### config.mk
export PLATFORM = sky130hd
export DESIGN_NAME = umstr_cfg_regs
export DESIGN_NICKNAME = d
export VERILOG_FILES = /design/src/hw/umstr_cfg_pkg.sv /design/src/hw/axil_write_slave.sv /design/src/hw/src_param_regs.sv /design/src/hw/dest_cell_stage.sv /design/src/hw/id_code_regs.sv /design/src/hw/umstr_cfg_regs.sv
export SDC_FILE = /design/constraint.sdc
export NUM_CORES = 1
export LEC_CHECK = 0
export ABC_AREA = 1
export BUFFER_PORTS_ARGS = -buffer_cell sky130_fd_sc_hd__buf_2
export CORE_ASPECT_RATIO = 1.4
export CORE_MARGIN = 4
export CORE_UTILIZATION = 50
export CTS_CLUSTER_DIAMETER = 40
export DETAILED_ROUTE_END_ITERATION = 7
export PLACE_DENSITY_LB_ADDON = 0.1
export SETUP_SLACK_MARGIN = 0.02
export SLEW_MARGIN = 10
export SYNTH_ARGS = -nofsm -noshare
export SYNTH_HDL_FRONTEND = slang
export SYNTH_SLANG_ARGS = --single-unit
### constraint.sdc
create_clock -name clk_i -period 3.6 [get_ports clk_i]
set_input_delay 0.54 -clock clk_i [delete_from_list [all_inputs] [get_ports clk_i]]
set_output_delay 0.54 -clock clk_i [all_outputs]
set_load 0.1 [all_outputs]
### src/hw/umstr_cfg_pkg.sv
package umstr_cfg_pkg;

    // bus side widths
    typedef logic [6:0]  axil_addr_t;
    typedef logic [4:0]  word_idx_t;
    typedef logic [31:0] data_t;
    typedef logic [3:0]  strb_t;

    // network fields
    typedef logic [47:0] mac_t;
    typedef logic [31:0] ip_t;
    typedef logic [15:0] port_t;

    // per-field table strobes, bit 0 mac, bit 1 ip, bit 2 port
    typedef logic [2:0]  cell_wr_t;

    // word map, byte address is word index times four
    localparam word_idx_t WORD_CONTROL     = 5'd0;
    localparam word_idx_t WORD_MAC_SRC_HI  = 5'd1;
    localparam word_idx_t WORD_MAC_SRC_LO  = 5'd2;
    localparam word_idx_t WORD_IP_SRC      = 5'd3;
    localparam word_idx_t WORD_PORT_SRC    = 5'd4;
    localparam word_idx_t WORD_CELL_ADDR   = 5'd5;
    localparam word_idx_t WORD_MAC_DEST_HI = 5'd6;
    localparam word_idx_t WORD_MAC_DEST_LO = 5'd7;
    localparam word_idx_t WORD_IP_DEST     = 5'd8;
    localparam word_idx_t WORD_PORT_DEST   = 5'd9;
    localparam word_idx_t WORD_CELL_WRITE  = 5'd10;
    localparam word_idx_t WORD_SERIAL      = 5'd11;
    localparam word_idx_t WORD_WRAND       = 5'd12;
    localparam word_idx_t WORD_WBURST      = 5'd13;
    localparam word_idx_t WORD_RRAND       = 5'd14;
    localparam word_idx_t WORD_RBURST      = 5'd15;

    // board identity after reset
    localparam mac_t  MAC_SRC_DEFAULT  = 48'h012345678901;
    localparam ip_t   IP_SRC_DEFAULT   = 32'h12345678;
    localparam port_t PORT_SRC_DEFAULT = 16'h1234;

    // id and transaction code defaults
    localparam data_t SERIAL_DEFAULT = 32'h12345678;
    localparam data_t WRAND_DEFAULT  = 32'h12345678;
    localparam data_t WBURST_DEFAULT = 32'h12345678;
    localparam data_t RRAND_DEFAULT  = 32'h12345678;
    localparam data_t RBURST_DEFAULT = 32'h12345678;

    localparam logic [1:0] RESP_OKAY = 2'b00;

    // half-width words live on lanes 0 and 1
    localparam strb_t HALF_LANES = 4'b0011;

    // replace each strobed byte of the old word
    function automatic data_t merge_lanes(data_t old_word, data_t new_data, strb_t strb);
        data_t result;
        result = old_word;
        for (int lane = 0; lane < $bits(strb_t); lane++) begin
            if (strb[lane]) begin
                result[8*lane +: 8] = new_data[8*lane +: 8];
            end
        end
        return result;
    endfunction

    // same merge for a 16 bit field, upper lanes ignored
    function automatic port_t merge_half(port_t old_half, data_t new_data, strb_t strb);
        return port_t'(merge_lanes(data_t'(old_half), new_data, strb & HALF_LANES));
    endfunction

endpackage

### src/hw/axil_write_slave.sv
`timescale 1ns/1ps

module axil_write_slave (
    input  logic                      clk_i,
    input  logic                      reset_n_i,

    // write address channel
    input  umstr_cfg_pkg::axil_addr_t awaddr_i,
    input  logic                      awvalid_i,
    output logic                      awready_o,

    // write data channel
    input  umstr_cfg_pkg::data_t      wdata_i,
    input  umstr_cfg_pkg::strb_t      wstrb_i,
    input  logic                      wvalid_i,
    output logic                      wready_o,

    // write response channel
    output logic [1:0]                bresp_o,
    output logic                      bvalid_o,
    input  logic                      bready_i,

    // register side
    output logic                      wr_stb_o,
    output umstr_cfg_pkg::word_idx_t  wr_word_o,
    output umstr_cfg_pkg::data_t      wr_data_o,
    output umstr_cfg_pkg::strb_t      wr_strb_o
);
    import umstr_cfg_pkg::*;

    // holding flags, one per channel
    logic       aw_held;
    logic       w_held;
    // held payload
    axil_addr_t aw_addr_q;
    data_t      w_data_q;
    strb_t      w_strb_q;
    // response and strobe state
    logic       bvalid_q;
    logic       wr_stb_q;
    // handshakes
    logic       aw_hs;
    logic       w_hs;
    logic       b_hs;
    logic       fire;

    // each channel accepts once, and nothing while a response waits
    assign awready_o = !aw_held && !bvalid_q;
    assign wready_o  = !w_held && !bvalid_q;

    assign aw_hs = awvalid_i && awready_o;
    assign w_hs  = wvalid_i && wready_o;
    assign b_hs  = bvalid_q && bready_i;

    // both halves present and no response out yet
    assign fire = aw_held && w_held && !bvalid_q;

    always_ff @(posedge clk_i or negedge reset_n_i) begin
        if (!reset_n_i) begin
            aw_held <= 1'b0;
            w_held  <= 1'b0;
        end else if (b_hs) begin
            // transaction done, free both channels
            aw_held <= 1'b0;
            w_held  <= 1'b0;
        end else begin
            if (aw_hs) begin
                aw_held <= 1'b1;
            end
            if (w_hs) begin
                w_held <= 1'b1;
            end
        end
    end

    // payload capture
    always_ff @(posedge clk_i) begin
        if (aw_hs) begin
            aw_addr_q <= awaddr_i;
        end
        if (w_hs) begin
            w_data_q <= wdata_i;
            w_strb_q <= wstrb_i;
        end
    end

    // strobe and bvalid rise together on the same edge
    always_ff @(posedge clk_i or negedge reset_n_i) begin
        if (!reset_n_i) begin
            wr_stb_q <= 1'b0;
            bvalid_q <= 1'b0;
        end else begin
            wr_stb_q <= fire;
            if (b_hs) begin
                bvalid_q <= 1'b0;
            end else if (fire) begin
                bvalid_q <= 1'b1;
            end
        end
    end

    assign bvalid_o  = bvalid_q;
    assign bresp_o   = RESP_OKAY;
    assign wr_stb_o  = wr_stb_q;
    // drop the byte offset
    assign wr_word_o = aw_addr_q[6:2];
    assign wr_data_o = w_data_q;
    assign wr_strb_o = w_strb_q;

    // response must wait for the master
    a_bvalid_hold: assert property (
        @(posedge clk_i) disable iff (!reset_n_i)
        bvalid_q && !bready_i |=> bvalid_q
    ) else $error("bvalid dropped before bready");

    // one strobe per transaction
    a_wr_stb_single: assert property (
        @(posedge clk_i) disable iff (!reset_n_i)
        wr_stb_q |=> !wr_stb_q
    ) else $error("wr_stb high for two cycles");

endmodule

### src/hw/src_param_regs.sv
`timescale 1ns/1ps

module src_param_regs (
    input  logic                     clk_i,
    input  logic                     reset_n_i,

    // write port from the slave
    input  logic                     wr_stb_i,
    input  umstr_cfg_pkg::word_idx_t wr_word_i,
    input  umstr_cfg_pkg::data_t     wr_data_i,
    input  umstr_cfg_pkg::strb_t     wr_strb_i,

    // board identity and control
    output umstr_cfg_pkg::data_t     control_o,
    output umstr_cfg_pkg::mac_t      mac_src_o,
    output umstr_cfg_pkg::ip_t       ip_src_o,
    output umstr_cfg_pkg::port_t     port_src_o
);
    import umstr_cfg_pkg::*;

    always_ff @(posedge clk_i or negedge reset_n_i) begin
        if (!reset_n_i) begin
            control_o  <= '0;
            mac_src_o  <= MAC_SRC_DEFAULT;
            ip_src_o   <= IP_SRC_DEFAULT;
            port_src_o <= PORT_SRC_DEFAULT;
        end else if (wr_stb_i) begin
            case (wr_word_i)
                WORD_CONTROL: begin
                    control_o <= merge_lanes(control_o, wr_data_i, wr_strb_i);
                end
                // mac high half on lanes 0 and 1
                WORD_MAC_SRC_HI: begin
                    mac_src_o[47:32] <= merge_half(mac_src_o[47:32], wr_data_i, wr_strb_i);
                end
                WORD_MAC_SRC_LO: begin
                    mac_src_o[31:0] <= merge_lanes(mac_src_o[31:0], wr_data_i, wr_strb_i);
                end
                WORD_IP_SRC: begin
                    ip_src_o <= merge_lanes(ip_src_o, wr_data_i, wr_strb_i);
                end
                WORD_PORT_SRC: begin
                    port_src_o <= merge_half(port_src_o, wr_data_i, wr_strb_i);
                end
                // other words belong elsewhere
                default: begin
                end
            endcase
        end
    end

    // identity must be defined at every edge out of reset
    a_src_known: assert property (
        @(posedge clk_i) disable iff (!reset_n_i)
        !$isunknown({control_o, mac_src_o, ip_src_o, port_src_o})
    ) else $error("source parameter register unknown");

endmodule

### src/hw/dest_cell_stage.sv
`timescale 1ns/1ps

module dest_cell_stage (
    input  logic                     clk_i,
    input  logic                     reset_n_i,

    // write port from the slave
    input  logic                     wr_stb_i,
    input  umstr_cfg_pkg::word_idx_t wr_word_i,
    input  umstr_cfg_pkg::data_t     wr_data_i,
    input  umstr_cfg_pkg::strb_t     wr_strb_i,

    // staged destination for the selected channel cell
    output umstr_cfg_pkg::data_t     cell_addr_o,
    output umstr_cfg_pkg::mac_t      mac_dest_o,
    output umstr_cfg_pkg::ip_t       ip_dest_o,
    output umstr_cfg_pkg::port_t     port_dest_o,
    output umstr_cfg_pkg::cell_wr_t  cell_wr_o
);
    import umstr_cfg_pkg::*;

    // pulse request, lane 0 carries the field mask
    logic cell_wr_hit;

    assign cell_wr_hit = wr_stb_i && (wr_word_i == WORD_CELL_WRITE) && wr_strb_i[0];

    // staging area, only meaningful once software has filled it
    always_ff @(posedge clk_i) begin
        if (wr_stb_i) begin
            case (wr_word_i)
                WORD_CELL_ADDR: begin
                    cell_addr_o <= merge_lanes(cell_addr_o, wr_data_i, wr_strb_i);
                end
                WORD_MAC_DEST_HI: begin
                    mac_dest_o[47:32] <= merge_half(mac_dest_o[47:32], wr_data_i, wr_strb_i);
                end
                WORD_MAC_DEST_LO: begin
                    mac_dest_o[31:0] <= merge_lanes(mac_dest_o[31:0], wr_data_i, wr_strb_i);
                end
                WORD_IP_DEST: begin
                    ip_dest_o <= merge_lanes(ip_dest_o, wr_data_i, wr_strb_i);
                end
                WORD_PORT_DEST: begin
                    port_dest_o <= merge_half(port_dest_o, wr_data_i, wr_strb_i);
                end
                default: begin
                end
            endcase
        end
    end

    // one cycle strobes toward the destination table
    always_ff @(posedge clk_i or negedge reset_n_i) begin
        if (!reset_n_i) begin
            cell_wr_o <= '0;
        end else if (cell_wr_hit) begin
            cell_wr_o <= wr_data_i[2:0];
        end else begin
            cell_wr_o <= '0;
        end
    end

    // table must never store an unwritten field
    a_cell_addr_known: assert property (
        @(posedge clk_i) disable iff (!reset_n_i)
        (cell_wr_o != '0) |-> !$isunknown(cell_addr_o)
    ) else $error("cell address unknown at cell write");

    a_mac_dest_known: assert property (
        @(posedge clk_i) disable iff (!reset_n_i)
        cell_wr_o[0] |-> !$isunknown(mac_dest_o)
    ) else $error("destination mac unknown at cell write");

    a_ip_dest_known: assert property (
        @(posedge clk_i) disable iff (!reset_n_i)
        cell_wr_o[1] |-> !$isunknown(ip_dest_o)
    ) else $error("destination ip unknown at cell write");

    a_port_dest_known: assert property (
        @(posedge clk_i) disable iff (!reset_n_i)
        cell_wr_o[2] |-> !$isunknown(port_dest_o)
    ) else $error("destination port unknown at cell write");

endmodule

### src/hw/id_code_regs.sv
`timescale 1ns/1ps

module id_code_regs #(
    // serial number fixed in hardware
    parameter bit lock_serial = 1'b1,
    // all four transaction codes fixed in hardware
    parameter bit lock_codes  = 1'b0
) (
    input  logic                     clk_i,
    input  logic                     reset_n_i,

    // write port from the slave
    input  logic                     wr_stb_i,
    input  umstr_cfg_pkg::word_idx_t wr_word_i,
    input  umstr_cfg_pkg::data_t     wr_data_i,
    input  umstr_cfg_pkg::strb_t     wr_strb_i,

    // core id and transaction codes
    output umstr_cfg_pkg::data_t     serial_o,
    output umstr_cfg_pkg::data_t     wrand_code_o,
    output umstr_cfg_pkg::data_t     wburst_code_o,
    output umstr_cfg_pkg::data_t     rrand_code_o,
    output umstr_cfg_pkg::data_t     rburst_code_o
);
    import umstr_cfg_pkg::*;

    // field 0 is the serial, 1 to 4 the codes in map order
    data_t fields [5];

    for (genvar i = 0; i < 5; i++) begin : g_field
        // words 11 to 15 are contiguous
        localparam word_idx_t FIELD_WORD = word_idx_t'(WORD_SERIAL + i);
        localparam data_t FIELD_DEFAULT = (i == 0) ? SERIAL_DEFAULT :
                                          (i == 1) ? WRAND_DEFAULT  :
                                          (i == 2) ? WBURST_DEFAULT :
                                          (i == 3) ? RRAND_DEFAULT  :
                                                     RBURST_DEFAULT;
        localparam bit FIELD_LOCKED = (i == 0) ? lock_serial : lock_codes;

        data_t field_q;

        if (FIELD_LOCKED) begin : g_locked
            // writes are acknowledged and ignored
            assign field_q = FIELD_DEFAULT;
        end else begin : g_open
            always_ff @(posedge clk_i or negedge reset_n_i) begin
                if (!reset_n_i) begin
                    field_q <= FIELD_DEFAULT;
                end else if (wr_stb_i && (wr_word_i == FIELD_WORD)) begin
                    field_q <= merge_lanes(field_q, wr_data_i, wr_strb_i);
                end
            end
        end

        assign fields[i] = field_q;
    end

    assign serial_o      = fields[0];
    assign wrand_code_o  = fields[1];
    assign wburst_code_o = fields[2];
    assign rrand_code_o  = fields[3];
    assign rburst_code_o = fields[4];

endmodule

### src/hw/umstr_cfg_regs.sv
`timescale 1ns/1ps

module umstr_cfg_regs #(
    parameter bit lock_serial = 1'b1,
    parameter bit lock_codes  = 1'b0
) (
    input  logic                      clk_i,
    input  logic                      reset_n_i,

    // axi-lite write slave
    input  umstr_cfg_pkg::axil_addr_t awaddr_i,
    input  logic                      awvalid_i,
    output logic                      awready_o,
    input  umstr_cfg_pkg::data_t      wdata_i,
    input  umstr_cfg_pkg::strb_t      wstrb_i,
    input  logic                      wvalid_i,
    output logic                      wready_o,
    output logic [1:0]                bresp_o,
    output logic                      bvalid_o,
    input  logic                      bready_i,

    // source side
    output umstr_cfg_pkg::data_t      control_o,
    output umstr_cfg_pkg::mac_t       mac_src_o,
    output umstr_cfg_pkg::ip_t        ip_src_o,
    output umstr_cfg_pkg::port_t      port_src_o,

    // destination staging
    output umstr_cfg_pkg::data_t      cell_addr_o,
    output umstr_cfg_pkg::mac_t       mac_dest_o,
    output umstr_cfg_pkg::ip_t        ip_dest_o,
    output umstr_cfg_pkg::port_t      port_dest_o,
    output umstr_cfg_pkg::cell_wr_t   cell_wr_o,

    // id block
    output umstr_cfg_pkg::data_t      serial_o,
    output umstr_cfg_pkg::data_t      wrand_code_o,
    output umstr_cfg_pkg::data_t      wburst_code_o,
    output umstr_cfg_pkg::data_t      rrand_code_o,
    output umstr_cfg_pkg::data_t      rburst_code_o
);
    import umstr_cfg_pkg::*;

    // register write bus shared by all groups
    logic      wr_stb;
    word_idx_t wr_word;
    data_t     wr_data;
    strb_t     wr_strb;

    axil_write_slave u_slave (
        .clk_i     (clk_i),
        .reset_n_i (reset_n_i),
        .awaddr_i  (awaddr_i),
        .awvalid_i (awvalid_i),
        .awready_o (awready_o),
        .wdata_i   (wdata_i),
        .wstrb_i   (wstrb_i),
        .wvalid_i  (wvalid_i),
        .wready_o  (wready_o),
        .bresp_o   (bresp_o),
        .bvalid_o  (bvalid_o),
        .bready_i  (bready_i),
        .wr_stb_o  (wr_stb),
        .wr_word_o (wr_word),
        .wr_data_o (wr_data),
        .wr_strb_o (wr_strb)
    );

    src_param_regs u_src (
        .clk_i      (clk_i),
        .reset_n_i  (reset_n_i),
        .wr_stb_i   (wr_stb),
        .wr_word_i  (wr_word),
        .wr_data_i  (wr_data),
        .wr_strb_i  (wr_strb),
        .control_o  (control_o),
        .mac_src_o  (mac_src_o),
        .ip_src_o   (ip_src_o),
        .port_src_o (port_src_o)
    );

    dest_cell_stage u_dest (
        .clk_i       (clk_i),
        .reset_n_i   (reset_n_i),
        .wr_stb_i    (wr_stb),
        .wr_word_i   (wr_word),
        .wr_data_i   (wr_data),
        .wr_strb_i   (wr_strb),
        .cell_addr_o (cell_addr_o),
        .mac_dest_o  (mac_dest_o),
        .ip_dest_o   (ip_dest_o),
        .port_dest_o (port_dest_o),
        .cell_wr_o   (cell_wr_o)
    );

    id_code_regs #(
        .lock_serial (lock_serial),
        .lock_codes  (lock_codes)
    ) u_id (
        .clk_i         (clk_i),
        .reset_n_i     (reset_n_i),
        .wr_stb_i      (wr_stb),
        .wr_word_i     (wr_word),
        .wr_data_i     (wr_data),
        .wr_strb_i     (wr_strb),
        .serial_o      (serial_o),
        .wrand_code_o  (wrand_code_o),
        .wburst_code_o (wburst_code_o),
        .rrand_code_o  (rrand_code_o),
        .rburst_code_o (rburst_code_o)
    );

endmodule

==> results.cfg <==
[global_routing]
grt_pass1_vias = 12340
grt_usage_pct = 27.64
gr-total-overflow = 0
antenna_found_initial = 3
grt_max_degree = 97
grt_pass1_wl_mm = 75.58

[die]
core_sq_um = 32300
die_height_um = 221.7
die_w_um = 160.7
dieArea_sq_um = 35630
initial_core_util_pct = 50.51
row_count = 78
ios = 472

[clock_tree]
insertion_delay_ns = 0.55
clkSinkCount = 432
cts_buffer_depth = 3
post_cts_resized = 0
ctsHoldBuffers = 0
cts_max_level = 2
cts_tree = built
clk_pin_slew_worst_paths_ns = 0.06
postCtsSetupBuffers = 0
cts_root_buf = clkbuf_16
cts_buffers = 47

[yosys]
syn_inst = 1434
ys_types = 21
ys_seq_area_share_pct = 72.10
async_flop_share_pct = 60.88
synth_edf_count = 169
ys.flop_type = dfrtp_1
yosysWarnings = 0
postSynthAreaPerCell_sq_um = 11.38
synth-seq-cells = 432
syn_area_sq_um = 16320

[worst_setup_path]
critPathCaptureType = register
worstPathArrival_ns = 3.06
crit_path_start_kind = register
worstPathMaxFanout = 36
ff2ff_path_depth = 5
rrSetupSlack_ns = 1.03
required_ns = 4.09
critPathKind = register to register

[power_and_ir_drop]
p_int_uw = 9745
power_density_nw_per_um2 = 921.9
power_leakage_uw = 0.01025
swShare_pct = 48.16
p_comb_share_pct = 37.9
pwr-share-seq_pct = 36.2
clkPwrFrac_pct = 25.9
p_sw_uw = 9055
vdd_drop_max_mv = 0.6316

[sta]
fin_crit_sh_pct = 71.32
setup_viol = 0
setup_tns_ns = 0
relSlewSlack_pct = 17.59
rsz0062_at_grt = false
max_freq_ghz = 0.3895
period_needed_ns = 2.568
tightest_slew_ns = 1.229
slew_violations = 0
hold_viol = 0
skew_ns = 0.01453

[routing]
num_vias = 12520
drt_pass1_iterations = 5
ant_nets = 0
dr.first_iter.drc_count = 995
viasPerCell = 5.351
wl_per_cell_um = 21.60
drc = 0
finalWirelength_mm = 50.53

[place]
hpwl_mm = 35.29
portBuffers = 435
placed_cell_area_sq_um = 18800
gp_congestion = 0.8203

[finish]
nNetsFinal = 1905
final_cell_mix = nand2_1 (534), buf_2 (434), dfrtp_1 (177), edfxtp_1 (169), nand4_1 (160)
synthToLayoutAreaGrowth_pct = 24.98
final_common_cell = nand2_1
final_area_sq_um = 20390
drive_above_1_share_pct = 33.67

[hold_path]
hp-class = input pin to async pin

[run]
cap_violations = 0

[run_status]
status = completed
## worst paths after layout
check	from	endpoint
setup / recovery	u_slave.wr_stb_o	u_src.port_src_o[13]
max in group asynchronous	reset_n_i	u_src.ip_src_o[14]
min in group clk_i	wdata_i[12]	u_slave.wr_data_o[12]
setup reg to reg	u_slave.wr_stb_o	u_src.port_src_o[13]
hold reg to reg	u_id.wburst_code_o[12]	u_id.wburst_code_o[12]
hold / removal	reset_n_i	u_src.mac_src_o[36]
## cells in the mapped netlist (3+ instances only)
library cell  count  area share [%]
buf_1             3           0.069
buf_2            45             1.4
buf_4            35             1.6
clkbuf_1         36            0.83
clkinv_1          3           0.069
dfrtp_1         177              27
dfstp_2          86              14
edfxtp_1        169              31
inv_1            15            0.35
nand2_1         534              12
nand3_1         123             3.8
nand4_1         160             6.1
nor2_1           26            0.60
nor2_2            7            0.27
nor3_1            5            0.15
o21ai_0           3           0.092
## routing by layer
metal	part of all wire, %	GRT usage [%]	routed length [um]
met5	0	0	0
met4	5.4	14.02	2728
met3	7.6	5.895	3860
met2	50	46.21	25510
met1	36	33.96	18430
## cells by family (layout without fill, tap and decap cells)
logic type	after synthesis	after routing	share of synthesized area, %
flops	432	432	72.10
simple gates	858	858	23.39
compound gates	4	4	0.1380
buf+inv	138	567	4.325
other cells	2	38	0.04603
## sequential cells by signal (all words and copies together) (netlist names)
signal and flops:
u_dest.cell_wr_o 3, u_dest.cell_addr_o 32, u_id.rrand_code_o 32, u_src.ip_src_o 32, u_slave.wr_strb_o 4, u_src.port_src_o 16
u_slave.wr_stb_o 1, u_slave.aw_addr_q 5, u_dest.ip_dest_o 32, u_dest.mac_dest_o 48, u_src.control_o 32, u_src.mac_src_o 48
u_slave.w_held 1, u_slave.wr_data_o 32, u_id.wrand_code_o 32, u_slave.aw_held 1, u_id.wburst_code_o 32, u_id.rburst_code_o 32
u_slave.bvalid_o 1, u_dest.port_dest_o 16
## metrics by stage
step | total power [uW] | utilization, % | cells | worst slack (ns) | hold slack [ns]
after floorplan | 12610 | - | 1466 | 0.02449 | 0.2444
after global placement | 13960 | 58.20 | 2248 | 1.081 | 0.4486
after detailed placement | 14030 | 58.20 | 2248 | 1.047 | 0.4510
after CTS | 18910 | 63.10 | 2335 | 1.016 | 0.04429
after global routing | 19420 | 63.12 | 2338 | 0.8324 | 0.08646
final | 18800 | 63.13 | 2339 | 1.032 | 0.03356
## area by class of cell
cell class,count,area (sq um)
Fill cell,2675,11910
Timing Repair Buffer,461,2420
Clock buffer,55,1280
Multi-Input combinational cell,896,3994
Inverter,19,71.32
Tap cell,440,550.5
Clock inverter,32,302.8
Antenna cell,4,10.01
Sequential cell,432,11760
## power by group through the flow
stage | sequential, uW | combinational [uW] | clock (uW)
after floorplan | 11300 | 1270 | 0
after global placement | 6870 | 7100 | 0
after detailed placement | 6880 | 7150 | 0
after CTS | 6810 | 7160 | 4940
after global routing | 6900 | 7370 | 5160
final | 6810 | 7130 | 4860
## critical path: stages (launching register included)
cell      delay [ns]
dfrtp_1         0.47
nand2_1         0.34
clkinv_1        0.85
nand3_1         0.64
nand2_1         0.12
nand2_1         0.09
Note: power is estimated with default switching activity, not from simulation.
